$ cat src/musicBoxPkg.sv
/*
 * Music box shared definitions
 * Key and sample types, DAC SPI pin bundle and frame layout,
 * plus every divider, count and tone constant of the audio path
 */
`default_nettype none

package musicBoxPkg;

	// ------------------------------------------------
	// Keys, ticks and tones
	// ------------------------------------------------
	localparam int NUM_KEYS       = 6;
	localparam int SAMPLE_DIV     = 781;    // Clocks per sample tick
	localparam int DEBOUNCE_DIV   = 50000;  // Clocks per 1 kHz debounce tick
	localparam int DEBOUNCE_TICKS = 4;      // Equal samples before a key flips
	localparam int MIX_SHIFT      = 3;      // 8-bit mix to 12-bit sample, times eight
	localparam int FIFO_DEPTH     = 4;
	localparam int SCLK_HALF      = 2;      // Clocks per SCLK half period
	localparam int SYNC_GAP       = 2;      // Minimum SYNC_n high time between frames

	localparam logic [7:0] KEY_LEVEL = 8'd40;
	// Samples per half wave, entry 0 is key 0
	localparam logic [NUM_KEYS-1:0][7:0] HALF_PERIOD =
		{8'd36, 8'd40, 8'd45, 8'd48, 8'd54, 8'd61};
	localparam logic [1:0] POWER_NORMAL = 2'b00;

	typedef logic [NUM_KEYS-1:0] keyVecT;
	typedef logic [11:0]         audioSampleT;

	// Counter widths
	typedef logic [$clog2(SAMPLE_DIV)-1:0]     sampleCntT;
	typedef logic [$clog2(DEBOUNCE_DIV)-1:0]   debounceCntT;
	typedef logic [$clog2(DEBOUNCE_TICKS)-1:0] agreeCntT;
	typedef logic [$clog2(FIFO_DEPTH)-1:0]     fifoPtrT;
	typedef logic [$clog2(FIFO_DEPTH):0]       fifoCntT;
	typedef logic [1:0]                        spiCntT;  // Covers SCLK half and gap

	localparam sampleCntT   SAMPLE_LAST   = sampleCntT'(SAMPLE_DIV - 1);
	localparam debounceCntT DEBOUNCE_LAST = debounceCntT'(DEBOUNCE_DIV - 1);
	localparam agreeCntT    AGREE_LAST    = agreeCntT'(DEBOUNCE_TICKS - 1);
	localparam fifoCntT     FIFO_FULL     = fifoCntT'(FIFO_DEPTH);
	localparam spiCntT      SCLK_LAST     = spiCntT'(SCLK_HALF - 1);
	localparam spiCntT      GAP_LAST      = spiCntT'(SYNC_GAP - 1);

	// ------------------------------------------------
	// DAC SPI interface
	// ------------------------------------------------
	typedef struct packed {
		logic sclk;   // Idles high
		logic syncN;  // Low for the whole frame
		logic din;    // Sampled by the DAC on falling SCLK
	} dacPinsT;

	typedef struct packed {
		logic [1:0]  unused;
		logic [1:0]  powerDown;  // 00 is normal operation
		audioSampleT sample;
	} dacFieldsT;

	// Built through fields, shifted out as raw MSB first
	typedef union packed {
		logic [15:0] raw;
		dacFieldsT   fields;
	} dacFrameT;

	localparam int FRAME_BITS = $bits(dacFrameT);
	typedef logic [$clog2(FRAME_BITS)-1:0] bitCntT;
	localparam bitCntT BIT_LAST = bitCntT'(FRAME_BITS - 1);

	typedef enum logic [1:0] {
		SER_IDLE,
		SER_SHIFT,
		SER_GAP
	} serStateT;

endpackage

`default_nettype wire
$ cat src/musicBoxTop.sv
/*
 * Music box audio path top level
 * Keys through debounce into the tone synthesizer, then the sample
 * FIFO and the DAC serializer out to the SPI pins
 */
`default_nettype none

module musicBoxTop (
	input  wire                      clock50Mhz,
	input  wire                      arstN,
	input  wire musicBoxPkg::keyVecT keys,
	input  wire musicBoxPkg::keyVecT keyEnable,
	output wire musicBoxPkg::dacPinsT dacPins
);

	// ------------------------------------------------
	// Interconnect
	// ------------------------------------------------
	wire logic                     sampleTick;
	wire logic                     debounceTick;
	wire musicBoxPkg::keyVecT      keysClean;
	wire logic                     synthValid;   // Synth to FIFO
	wire logic                     synthReady;
	wire musicBoxPkg::audioSampleT synthSample;
	wire logic                     fifoValid;    // FIFO to serializer
	wire logic                     fifoReady;
	wire musicBoxPkg::audioSampleT fifoSample;

	tickGenerator i_tickGenerator (
		.clock50Mhz   (clock50Mhz),
		.arstN        (arstN),
		.sampleTick   (sampleTick),
		.debounceTick (debounceTick)
	);

	keyDebouncer i_keyDebouncer (
		.clock50Mhz   (clock50Mhz),
		.arstN        (arstN),
		.debounceTick (debounceTick),
		.keys         (keys),
		.keyEnable    (keyEnable),
		.keysClean    (keysClean)
	);

	toneSynth i_toneSynth (
		.clock50Mhz  (clock50Mhz),
		.arstN       (arstN),
		.sampleTick  (sampleTick),
		.keysClean   (keysClean),
		.synthValid  (synthValid),
		.synthReady  (synthReady),
		.synthSample (synthSample)
	);

	sampleFifo i_sampleFifo (
		.clock50Mhz (clock50Mhz),
		.arstN      (arstN),
		.inValid    (synthValid),
		.inReady    (synthReady),
		.inSample   (synthSample),
		.outValid   (fifoValid),
		.outReady   (fifoReady),
		.outSample  (fifoSample)
	);

	dacSerializer i_dacSerializer (
		.clock50Mhz (clock50Mhz),
		.arstN      (arstN),
		.fifoValid  (fifoValid),
		.fifoReady  (fifoReady),
		.fifoSample (fifoSample),
		.dacPins    (dacPins)
	);

endmodule

`default_nettype wire

$ cat src/dacSerializer.sv
/*
 * DAC serializer
 * Takes one sample at a time, wraps it in a 16-bit DAC frame and
 * shifts it out MSB first on SCLK, SYNC_n and DIN
 */
`default_nettype none

module dacSerializer (
	input  wire                          clock50Mhz,
	input  wire                          arstN,
	input  wire                          fifoValid,
	output logic                         fifoReady,
	input  wire musicBoxPkg::audioSampleT fifoSample,
	output musicBoxPkg::dacPinsT         dacPins
);

	musicBoxPkg::serStateT state;
	musicBoxPkg::spiCntT   phaseCount;  // SCLK half period or gap time
	musicBoxPkg::bitCntT   bitCount;    // Falling edges done minus one
	musicBoxPkg::dacFrameT frameIn;
	logic [musicBoxPkg::FRAME_BITS-1:0] shiftReg;  // Bits still to send at the top
	logic accept;
	logic riseEdge;

	assign fifoReady = (state == musicBoxPkg::SER_IDLE);
	assign accept    = fifoValid && fifoReady;
	assign riseEdge  = (state == musicBoxPkg::SER_SHIFT) && !dacPins.sclk
		&& (phaseCount == musicBoxPkg::SCLK_LAST);

	// Frame word from the incoming sample
	always_comb begin
		frameIn.fields.unused    = 2'b00;
		frameIn.fields.powerDown = musicBoxPkg::POWER_NORMAL;
		frameIn.fields.sample    = fifoSample;
	end

	// ------------------------------------------------
	// Frame FSM and SPI pins
	// ------------------------------------------------
	always_ff @(posedge clock50Mhz or negedge arstN) begin
		if (!arstN) begin
			state         <= musicBoxPkg::SER_IDLE;
			phaseCount    <= '0;
			bitCount      <= '0;
			dacPins.sclk  <= 1'b1;
			dacPins.syncN <= 1'b1;
			dacPins.din   <= 1'b0;
		end else begin
			case (state)
				musicBoxPkg::SER_IDLE: begin
					if (accept) begin
						state         <= musicBoxPkg::SER_SHIFT;
						phaseCount    <= '0;
						bitCount      <= '0;
						dacPins.syncN <= 1'b0;  // Frame starts next cycle
						dacPins.din   <= frameIn.raw[musicBoxPkg::FRAME_BITS-1];
					end
				end
				musicBoxPkg::SER_SHIFT: begin
					if (phaseCount == musicBoxPkg::SCLK_LAST) begin
						phaseCount <= '0;
						if (dacPins.sclk) begin
							dacPins.sclk <= 1'b0;  // DAC samples DIN here
						end else if (bitCount == musicBoxPkg::BIT_LAST) begin
							// Last bit taken, close the frame
							dacPins.sclk  <= 1'b1;
							dacPins.syncN <= 1'b1;
							dacPins.din   <= 1'b0;
							state         <= musicBoxPkg::SER_GAP;
						end else begin
							dacPins.sclk <= 1'b1;
							dacPins.din  <= shiftReg[musicBoxPkg::FRAME_BITS-1];  // Next bit
							bitCount     <= bitCount + 1'b1;
						end
					end else begin
						phaseCount <= phaseCount + 1'b1;
					end
				end
				musicBoxPkg::SER_GAP: begin
					// SYNC_n held high before the next frame
					if (phaseCount == musicBoxPkg::GAP_LAST) begin
						phaseCount <= '0;
						state      <= musicBoxPkg::SER_IDLE;
					end else begin
						phaseCount <= phaseCount + 1'b1;
					end
				end
				default: state <= musicBoxPkg::SER_IDLE;
			endcase
		end
	end

	// Shift register, MSB already on DIN at load
	always_ff @(posedge clock50Mhz) begin
		if (accept)
			shiftReg <= frameIn.raw << 1;
		else if (riseEdge)
			shiftReg <= shiftReg << 1;
	end

endmodule

`default_nettype wire

$ cat src/sampleFifo.sv
/*
 * Sample FIFO
 * Four-entry circular buffer between the tone synthesizer and the
 * DAC serializer, valid/ready on both sides
 */
`default_nettype none

module sampleFifo (
	input  wire                          clock50Mhz,
	input  wire                          arstN,
	input  wire                          inValid,
	output logic                         inReady,
	input  wire musicBoxPkg::audioSampleT inSample,
	output logic                         outValid,
	input  wire                          outReady,
	output musicBoxPkg::audioSampleT     outSample
);

	musicBoxPkg::audioSampleT mem [musicBoxPkg::FIFO_DEPTH];
	musicBoxPkg::fifoPtrT     wrPtr;  // Wraps naturally, depth is a power of two
	musicBoxPkg::fifoPtrT     rdPtr;
	musicBoxPkg::fifoCntT     count;
	logic push;
	logic pop;

	assign inReady   = (count != musicBoxPkg::FIFO_FULL);  // Back-pressure when full
	assign outValid  = (count != '0);
	assign outSample = mem[rdPtr];  // Head entry

	assign push = inValid && inReady;
	assign pop  = outValid && outReady;

	// ------------------------------------------------
	// Pointers and fill count
	// ------------------------------------------------
	always_ff @(posedge clock50Mhz or negedge arstN) begin
		if (!arstN) begin
			wrPtr <= '0;
			rdPtr <= '0;
			count <= '0;
		end else begin
			if (push)
				wrPtr <= wrPtr + 1'b1;
			if (pop)
				rdPtr <= rdPtr + 1'b1;

			case ({push, pop})
				2'b10:   count <= count + 1'b1;
				2'b01:   count <= count - 1'b1;
				default: count <= count;  // Both or neither
			endcase
		end
	end

	// Storage
	always_ff @(posedge clock50Mhz) begin
		if (push)
			mem[wrPtr] <= inSample;
	end

endmodule

`default_nettype wire

$ cat src/toneSynth.sv
/*
 * Tone synthesizer
 * Keeps a square-wave phase per key, mixes the held keys into one
 * 12-bit sample per sample tick and offers it on a valid/ready port
 */
`default_nettype none

module toneSynth (
	input  wire                      clock50Mhz,
	input  wire                      arstN,
	input  wire                      sampleTick,
	input  wire musicBoxPkg::keyVecT keysClean,
	output logic                     synthValid,
	input  wire                      synthReady,
	output musicBoxPkg::audioSampleT synthSample
);

	musicBoxPkg::keyVecT phase;    // High half of each square wave
	musicBoxPkg::keyVecT mixKeys;  // Keys mixed into the pending sample
	logic [musicBoxPkg::NUM_KEYS-1:0][7:0] halfCount;  // Samples into current half
	logic [7:0] mixSum;
	logic       transfer;
	logic       formSample;

	assign transfer   = synthValid && synthReady;
	assign formSample = sampleTick && !synthValid;  // Tick dropped while one is pending

	// ------------------------------------------------
	// Mixer
	// ------------------------------------------------
	// Six keys at full level stay below 256
	always_comb begin
		mixSum = '0;
		for (int i = 0; i < musicBoxPkg::NUM_KEYS; i++) begin
			if (keysClean[i] && phase[i])
				mixSum = mixSum + musicBoxPkg::KEY_LEVEL;
		end
	end

	// ------------------------------------------------
	// Handshake and phase tracking
	// ------------------------------------------------
	always_ff @(posedge clock50Mhz or negedge arstN) begin
		if (!arstN) begin
			synthValid <= 1'b0;
			mixKeys    <= '0;
			phase      <= '1;
			halfCount  <= '0;
		end else begin
			if (formSample) begin
				synthValid <= 1'b1;
				mixKeys    <= keysClean;
			end else if (transfer) begin
				synthValid <= 1'b0;
			end

			for (int i = 0; i < musicBoxPkg::NUM_KEYS; i++) begin
				if (!keysClean[i]) begin
					// Released key waits at the start of a high half
					phase[i]     <= 1'b1;
					halfCount[i] <= '0;
				end else if (transfer && mixKeys[i]) begin
					// Step only for samples that actually left
					if (halfCount[i] == musicBoxPkg::HALF_PERIOD[i] - 8'd1) begin
						halfCount[i] <= '0;
						phase[i]     <= ~phase[i];  // Half wave done
					end else begin
						halfCount[i] <= halfCount[i] + 8'd1;
					end
				end
			end
		end
	end

	// Sample word, held until it transfers
	always_ff @(posedge clock50Mhz) begin
		if (formSample)
			synthSample <= musicBoxPkg::audioSampleT'(mixSum) << musicBoxPkg::MIX_SHIFT;
	end

endmodule

`default_nettype wire

$ cat src/keyDebouncer.sv
/*
 * Key debouncer
 * Gates each music key with its enable switch, synchronizes it and
 * only lets the clean level follow after several equal tick samples
 */
`default_nettype none

module keyDebouncer (
	input  wire                  clock50Mhz,
	input  wire                  arstN,
	input  wire                  debounceTick,
	input  wire musicBoxPkg::keyVecT keys,       // Active high
	input  wire musicBoxPkg::keyVecT keyEnable,  // Per-key enable switch
	output musicBoxPkg::keyVecT  keysClean
);

	musicBoxPkg::keyVecT keyMeta;  // First sync stage
	musicBoxPkg::keyVecT keySync;  // Safe to sample
	musicBoxPkg::agreeCntT [musicBoxPkg::NUM_KEYS-1:0] agreeCount;

	// ------------------------------------------------
	// Enable gating and input sync
	// ------------------------------------------------
	always_ff @(posedge clock50Mhz or negedge arstN) begin
		if (!arstN) begin
			keyMeta <= '0;
			keySync <= '0;
		end else begin
			keyMeta <= keys & keyEnable;  // Disabled key reads as released
			keySync <= keyMeta;
		end
	end

	// ------------------------------------------------
	// Per-key agreement counters
	// ------------------------------------------------
	always_ff @(posedge clock50Mhz or negedge arstN) begin
		if (!arstN) begin
			keysClean  <= '0;
			agreeCount <= '0;
		end else if (debounceTick) begin
			for (int i = 0; i < musicBoxPkg::NUM_KEYS; i++) begin
				if (keySync[i] == keysClean[i]) begin
					agreeCount[i] <= '0;  // Matches clean level, start over
				end else if (agreeCount[i] == musicBoxPkg::AGREE_LAST) begin
					keysClean[i]  <= keySync[i];
					agreeCount[i] <= '0;
				end else begin
					agreeCount[i] <= agreeCount[i] + 1'b1;
				end
			end
		end
	end

endmodule

`default_nettype wire

$ cat src/tickGenerator.sv
/*
 * Tick generator
 * Two free-running dividers on the 50 MHz clock giving one-cycle
 * enables for the sample rate and the key debounce
 */
`default_nettype none

module tickGenerator (
	input  wire  clock50Mhz,
	input  wire  arstN,
	output logic sampleTick,
	output logic debounceTick
);

	musicBoxPkg::sampleCntT   sampleCount;
	musicBoxPkg::debounceCntT debounceCount;

	// Pulse on the last count of each divider
	assign sampleTick   = (sampleCount == musicBoxPkg::SAMPLE_LAST);
	assign debounceTick = (debounceCount == musicBoxPkg::DEBOUNCE_LAST);

	always_ff @(posedge clock50Mhz or negedge arstN) begin
		if (!arstN) begin
			sampleCount   <= '0;
			debounceCount <= '0;
		end else begin
			if (sampleTick)
				sampleCount <= '0;  // Wrap
			else
				sampleCount <= sampleCount + 1'b1;

			if (debounceTick)
				debounceCount <= '0;
			else
				debounceCount <= debounceCount + 1'b1;
		end
	end

endmodule

`default_nettype wire

$ cat config.mk
export PLATFORM = sky130hd
export DESIGN_NAME = musicBoxTop
export DESIGN_NICKNAME = d
export VERILOG_FILES = /design/src/musicBoxPkg.sv /design/src/musicBoxTop.sv /design/src/dacSerializer.sv /design/src/sampleFifo.sv /design/src/toneSynth.sv /design/src/keyDebouncer.sv /design/src/tickGenerator.sv
export SDC_FILE = /design/constraint.sdc
export NUM_CORES = 1
export LEC_CHECK = 0
export BUFFER_PORTS_ARGS = -buffer_cell sky130_fd_sc_hd__buf_2
export CORE_ASPECT_RATIO = 1.4
export CORE_MARGIN = 2
export CORE_UTILIZATION = 40
export CTS_CLUSTER_DIAMETER = 30
export DETAILED_ROUTE_END_ITERATION = 10
export PLACE_DENSITY = 0.6
export RECOVER_POWER = 100
export SYNTH_ARGS = -nofsm -noshare
export SYNTH_HDL_FRONTEND = slang
export SYNTH_SLANG_ARGS = --single-unit
$ cat constraint.sdc
create_clock -name clock50Mhz -period 3.44 [get_ports clock50Mhz]
set_input_delay 0.516 -clock clock50Mhz [delete_from_list [all_inputs] [get_ports clock50Mhz]]
set_output_delay 0.516 -clock clock50Mhz [all_outputs]
set_load 0.02 [all_outputs]
### Word-level counts from Yosys, hierarchy flattened

Memory sizes are Yosys's and may differ from the RTL's.
Cells that the tools add are included.
Widths: inputs -> output; s select.

* RAM bits: 32
* output and inout bits: 3
* memories kept: 1
* input bits: 14
* flip-flop bits (word level): 158
* word-level logic and storage cells: 254

Memory list
* i_sampleFifo.mem: depth 4, bits a word 8, rd ports 1, clocked after Yosys merged registers in 0, write ports 1, line sampleFifo.sv:19 `musicBoxPkg::audioSampleT mem [musicBoxPkg::FIFO_DEPTH];`

* equality and inequality tests: 45
* muxes and demuxes: 83
* add/sub/neg operators: 25
* reductions and logical operators: 45
* bitwise gates (word level): 13

Operator list (count)
* $mux 8: 23
* $add 8x1->8 const B: 6
* $eq 8x6->1 const B: 6
* $mux 2: 21
* $add 8x6->8 const B: 4
* $mux 13: 2
* $ne 2x1->1 const B: 13
* $mux 1: 25
* $add 2x1->2 const B: 9
* $reduce_and 3->1: 6
* $logic_and 1x1->1: 17
* $add 16x1->16 const B: 1
* $eq 16x16->1 const B: 1
* $eq 2x2->1 const B: 8
* $mux 16: 1
* $mux 4: 4
* $reduce_and 2->1: 8
* $reduce_and 5->1: 3
* $not 1->1: 12
* $add 10x1->10 const B: 1
* $eq 10x10->1 const B: 1
* $mux 10: 1
* $ne 2x2->1 const B: 5
* $reduce_bool 2->1: 5
* other kinds (19): 28

### Logic depth before layout (Yosys ltp)

* depth in word-level cells: 12
* depth in mapped cells: 16
* depth with buffers taken out: 15

### By module

A second synthesis with hierarchy kept.

* cell total of the unflattened synthesis: 818
* area, all modules: 9710.6 sq um

By module, submodules not included
* toneSynth: cells an instance 403, sequential area each 1684.1 sq um, times used 1, area an instance 3743.6 sq um
* sampleFifo: cells an instance 100, sequential area each 1616.6 sq um, times used 1, area an instance 2162.1 sq um
* dacSerializer: cells an instance 105, sequential area each 698.2 sq um, times used 1, area an instance 1303.8 sq um
* tickGenerator: cells an instance 111, sequential area each 650.6 sq um, times used 1, area an instance 1251.2 sq um
* keyDebouncer: cells an instance 99, sequential area each 750.7 sq um, times used 1, area an instance 1249.9 sq um

### Worst setup path before layout

Ideal clock, no wire load.

* path type: flip-flop to flip-flop
* from: register i_keyDebouncer.keysClean[0]
* to: register i_toneSynth.synthSample[7] (data pin)
* arrival: 2.913 ns
* stages on the path, launching flop included: 15
* library setup time: 0.260 ns
* path buffers: 2
* required time: 3.180 ns
* slack: 0.267 ns
* cells stage by stage: dfrtp_1 -> buf_4 -> nand2_1 -> inv_1 -> ha_1 -> buf_4 -> xnor2_1 -> ha_1 -> nand2_1 -> o21ai_0 -> ha_1 -> and3_1 -> a21o_1 -> ha_1 -> mux2_2

* cells in the longest elaborated chain, start to end: 12

Ends and longest elaborated chain
* from (decl): line keyDebouncer.sv:14 `output musicBoxPkg::keyVecT keysClean`
* from (signal, indexed assignment): line keyDebouncer.sv:46 `keysClean[i] <= keySync[i];`
* $logic_and 1x1->1 *: line toneSynth.sv:35 `if (keysClean[i] && phase[i])`
* $mux 6 *: line toneSynth.sv:35
* $add 6x6->7: line toneSynth.sv:36 `mixSum = mixSum + musicBoxPkg::KEY_LEVEL;`
* $mux 8 *: line toneSynth.sv:35
* $add 8x6->8: line toneSynth.sv:36
* $mux 8 *: line toneSynth.sv:35
* $add 8x6->8: line toneSynth.sv:36
* $mux 8 *: line toneSynth.sv:35
* $add 8x6->8: line toneSynth.sv:36
* $mux 8 *: line toneSynth.sv:35
* $add 8x6->8: line toneSynth.sv:36
* $mux 8 *: line toneSynth.sv:35
* named net i_toneSynth.mixSum[4]: line toneSynth.sv:21 `logic [7:0] mixSum;`
* to (signal assigned): line toneSynth.sv:78 `synthSample <= musicBoxPkg::audioSampleT'(mixSum) << musicBoxPkg::MIX_SHIFT;`
* to (decl): line toneSynth.sv:15 `output musicBoxPkg::audioSampleT synthSample`

Mark *: on every way through the listed nets, which the timed path passes. The rest lies on a longest branch.
A chain may end at the register's enable or synchronous reset.

### Worst setup path after layout

* from: register i_toneSynth.phase[0]
* to: register i_toneSynth.synthSample[7] (data pin)

* cells in the longest elaborated chain, start to end: 12

Ends and longest elaborated chain
* from (decl): line toneSynth.sv:18 `musicBoxPkg::keyVecT phase;`
* from (signal, indexed assignment): line toneSynth.sv:66 `phase[i] <= ~phase[i];`
* $logic_and 1x1->1 *: line toneSynth.sv:35
* $mux 6 *: line toneSynth.sv:35
* $add 6x6->7: line toneSynth.sv:36
* $mux 8 *: line toneSynth.sv:35
* $add 8x6->8: line toneSynth.sv:36
* $mux 8 *: line toneSynth.sv:35
* $add 8x6->8: line toneSynth.sv:36
* $mux 8 *: line toneSynth.sv:35
* $add 8x6->8: line toneSynth.sv:36
* $mux 8 *: line toneSynth.sv:35
* $add 8x6->8: line toneSynth.sv:36
* $mux 8 *: line toneSynth.sv:35
* named net i_toneSynth.mixSum[4]: line toneSynth.sv:21

Marks and branches as above.

==> metrics.cfg <==
[clock_network]
clk_pin_slew_ns = 0.07
clock_path_buffers = 2
root_buffer = clkbuf_16
h-tree-depth = 4
clkLatencyLatePin_ns = 0.43
numCtsBuffers = 17
tritoncts = done
cts_resized = 0
cts.sinks = 169
postCtsHoldBufs = 0
cts_setup_buffers = 0

[pwr]
p_leak_nw = 3.81
swShare_pct = 23.0
pwr-share-comb_pct = 1.1
p_int_w = 0.00300
pwr-share-seq_pct = 52.4
irDropWorstVdd_mv = 0.320
p_clk_share_pct = 46.5
switching_power_w = 0.000898
p_per_area_mw_per_mm2 = 429

[hold_path]
min_path_type = primary input to flip-flop
hold_path_depth = 2

[grt]
use_met1_pct = 16.3
met2_usage_pct = 24.5
antenna_found_initial = 0
track_usage_pct = 13.8
gr-max-usage-layer = met2
grt_pass1_vias = 5456
grt_max_degree = 81
met3_usage_pct = 2.52
grt_first_pass_wirelength_um = 25000
grt_overflow_total = 0

[die]
die_w_um = 126
core-area_mm2 = 0.0204
rows = 62
start_util_pct = 40.6
pin_count = 17
die_h_um = 174
dieArea_mm2 = 0.0219

[yosys]
syn_inst = 774
synth.area.top_cells = dfrtp_1 (38%), edfxtp_1 (11%), ha_1 (4.8%)
synth_seq_cells = 169
synth-simple-area-share_pct = 20.1
yosys_warnings = 0
synth_edf_count = 31
synth_common_cells = dfrtp_1 (127), nand2_1 (100), nor2_1 (61)
synth.area.mux_share_pct = 4.02
synth_area_leader_cell = dfrtp_1
synth_fp_nets = 821
ys_types = 70
synth_top_family_by_area = simple AND/OR/NAND/NOR gates
ys.flop_type = dfrtp_1
synth_fa_ha_area_share_pct = 5.08
avgSynthCellArea_um2 = 10.7
synthArstFlopShare_pct = 79.9
ys_seq_area_share_pct = 52.9
synth_top_area_share_pct = 38.4
yosysMostFrequentCell = dfrtp_1
synth-compound-area-share_pct = 7.39
netlist_area_mm2 = 0.00828
synthXorXnorAreaFrac_pct = 7.30

[setup_path]
critPathMaxFanout = 4
cp_slowest_cell = dfstp_2
max_stage_delay_ns = 0.56
cpMostUsedCell = ha_1
cp-end-kind = flip-flop
path_class = flip-flop to flip-flop
path_delay_family = adder cells
arrival_ns = 3.37
crit_buf_inv = 1
reg2reg_depth = 12
crit_cells = 12
startpoint_type = flip-flop
path_cells = nand2_1, inv_1, ha_1, xnor2_1, ha_1, nand2_1, o21ai_0, ha_1, and3_1, a21o_1, ha_1, mux2_2
cp.required_ns = 3.61

[timing]
fmax_mhz = 313
fin_crit_ns = 3.20
rsz0062_at_grt = false
slew_headroom_pct = -33.2
finalSetupTns_ns = 0
setup_viol = 0
clock-skew-final_ns = 0.0110
post-route-period-util_pct = 92.9
worst_slew_pin_slew_ns = 2.00
holdWs_ns = 0.296
slew_violations = 81
hold_viol = 0

[place]
port_buffers = 16
gp_congestion = 0.793
hpwl_um = 9640

[job]
cap_violations = 1

[route]
drtIter0Drc = 273
num_vias = 5380
ant_nets = 0
vias_per_cell = 5.07
first_pass_iters = 4
drc = 0
wl_per_cell_um = 13.1
drt-total-wl_um = 13900

[layout]
fillerInstances = 1918
syn_to_final_growth_pct = 9.77
diodes = 0
layout.nets = 839
multi_input_area_mm2 = 0.00360
drive_above_1_share_pct = 11.3
register_area_mm2 = 0.00438
final_util_pct = 44.5

[status]
violations = max-capacitance violations, max-slew violations
status = complete, but fails checks

cells in the final DEF, fill, tap and decap left out, types with 14 or more instances in the layout:
master / count
ha_1: 32
nand2_1: 100
nor3_1: 14
nor2_1: 61
dfrtp_1: 127
nand4_1: 14
inv_1: 29
and3_1: 22
xor2_1: 35
xnor2_1: 34
a21oi_1: 19
and2_0: 16
clkbuf_16: 17
o21ai_0: 42
nand3_1: 42
edfxtp_1: 31
mux2_2: 15
path summary, 6_finish.rpt:
path | from | to | slack, ns
max in group asynchronous | arstN | i_keyDebouncer.agreeCount[4]$_DFFE_PN0N_ | 1.13
setup / recovery | i_toneSynth.phase[0]$_DFFE_PN1P_ | i_toneSynth.synthSample[7]$_DFFE_PP_ | 0.24
hold reg to reg | i_keyDebouncer.keyMeta[3]$_DFF_PN0_ | i_keyDebouncer.keySync[3]$_DFF_PN0_ | 0.35
setup reg to reg | i_toneSynth.phase[0]$_DFFE_PN1P_ | i_toneSynth.synthSample[7]$_DFFE_PP_ | 0.24
hold / removal | keyEnable[5] | i_keyDebouncer.keyMeta[5]$_DFF_PN0_ | 0.30
min in group asynchronous | arstN | i_dacSerializer.state[0]$_DFFE_PN0P_ | 0.64
per-layer routing:
layer / share of wire [%] / wire, um
met3: 1.7 / 244
met2: 51 / 7120
met5: 0 / 0
met4: 2.1 / 290
met1: 45 / 6290
through the flow:
stage	total power, W	worst slack, ns	cell area, um2	cells
floorplan	0.00209	0.267	8280	774
global placement	0.00213	0.325	8600	1029
detailed placement	0.00213	0.246	8600	1029
CTS	0.00395	0.224	9160	1061
global route	0.00404	0.000462	9080	1061
finish	0.00390	0.244	9080	1061
state kept, by name, indices dropped and copies added, names as in the netlist, 6 cells and up:
| signal | count |
|---|---|
| i_tickGenerator.debounceCount | 16 |
| i_toneSynth.phase | 6 |
| i_sampleFifo.mem | 20 |
| i_keyDebouncer.agreeCount | 12 |
| i_dacSerializer.shiftReg | 9 |
| i_keyDebouncer.keySync | 6 |
| i_tickGenerator.sampleCount | 10 |
| i_toneSynth.halfCount | 48 |
| i_keyDebouncer.keyMeta | 6 |
| i_keyDebouncer.keysClean | 6 |
| i_toneSynth.mixKeys | 6 |
final cells by class:
cell class | instances | area share [%]
flip-flops and latches | 169 | 48.2
clock buffers | 17 | 4.68
inverters | 29 | 1.20
repair buffers | 25 | 1.35
well taps | 256 | 3.53
clock inverters | 15 | 1.45
multi-input cells | 550 | 39.6
logic make-up (layout without fill, tap and decap cells):
logic type,Yosys count,after routing
flip-flops,169,169
AND/OR/NAND/NOR,324,324
XOR/XNOR,69,69
multiplexers,25,25
buffers and inverters,55,86
AO/OA/AOI/OAI,99,99
adder cells (fa/ha/maj),33,33
power groups by stage:
stage / sequential (W) / clock [W] / combinational, W
after floorplan: 0.00208 / 0 / 0.00000617
after CTS: 0.00204 / 0.00186 / 0.0000524
after global placement: 0.00208 / 0 / 0.0000521
final: 0.00204 / 0.00181 / 0.0000443
after global routing: 0.00204 / 0.00195 / 0.0000533
after detailed placement: 0.00208 / 0 / 0.0000524
Note: power is estimated with default switching activity, not from simulation.
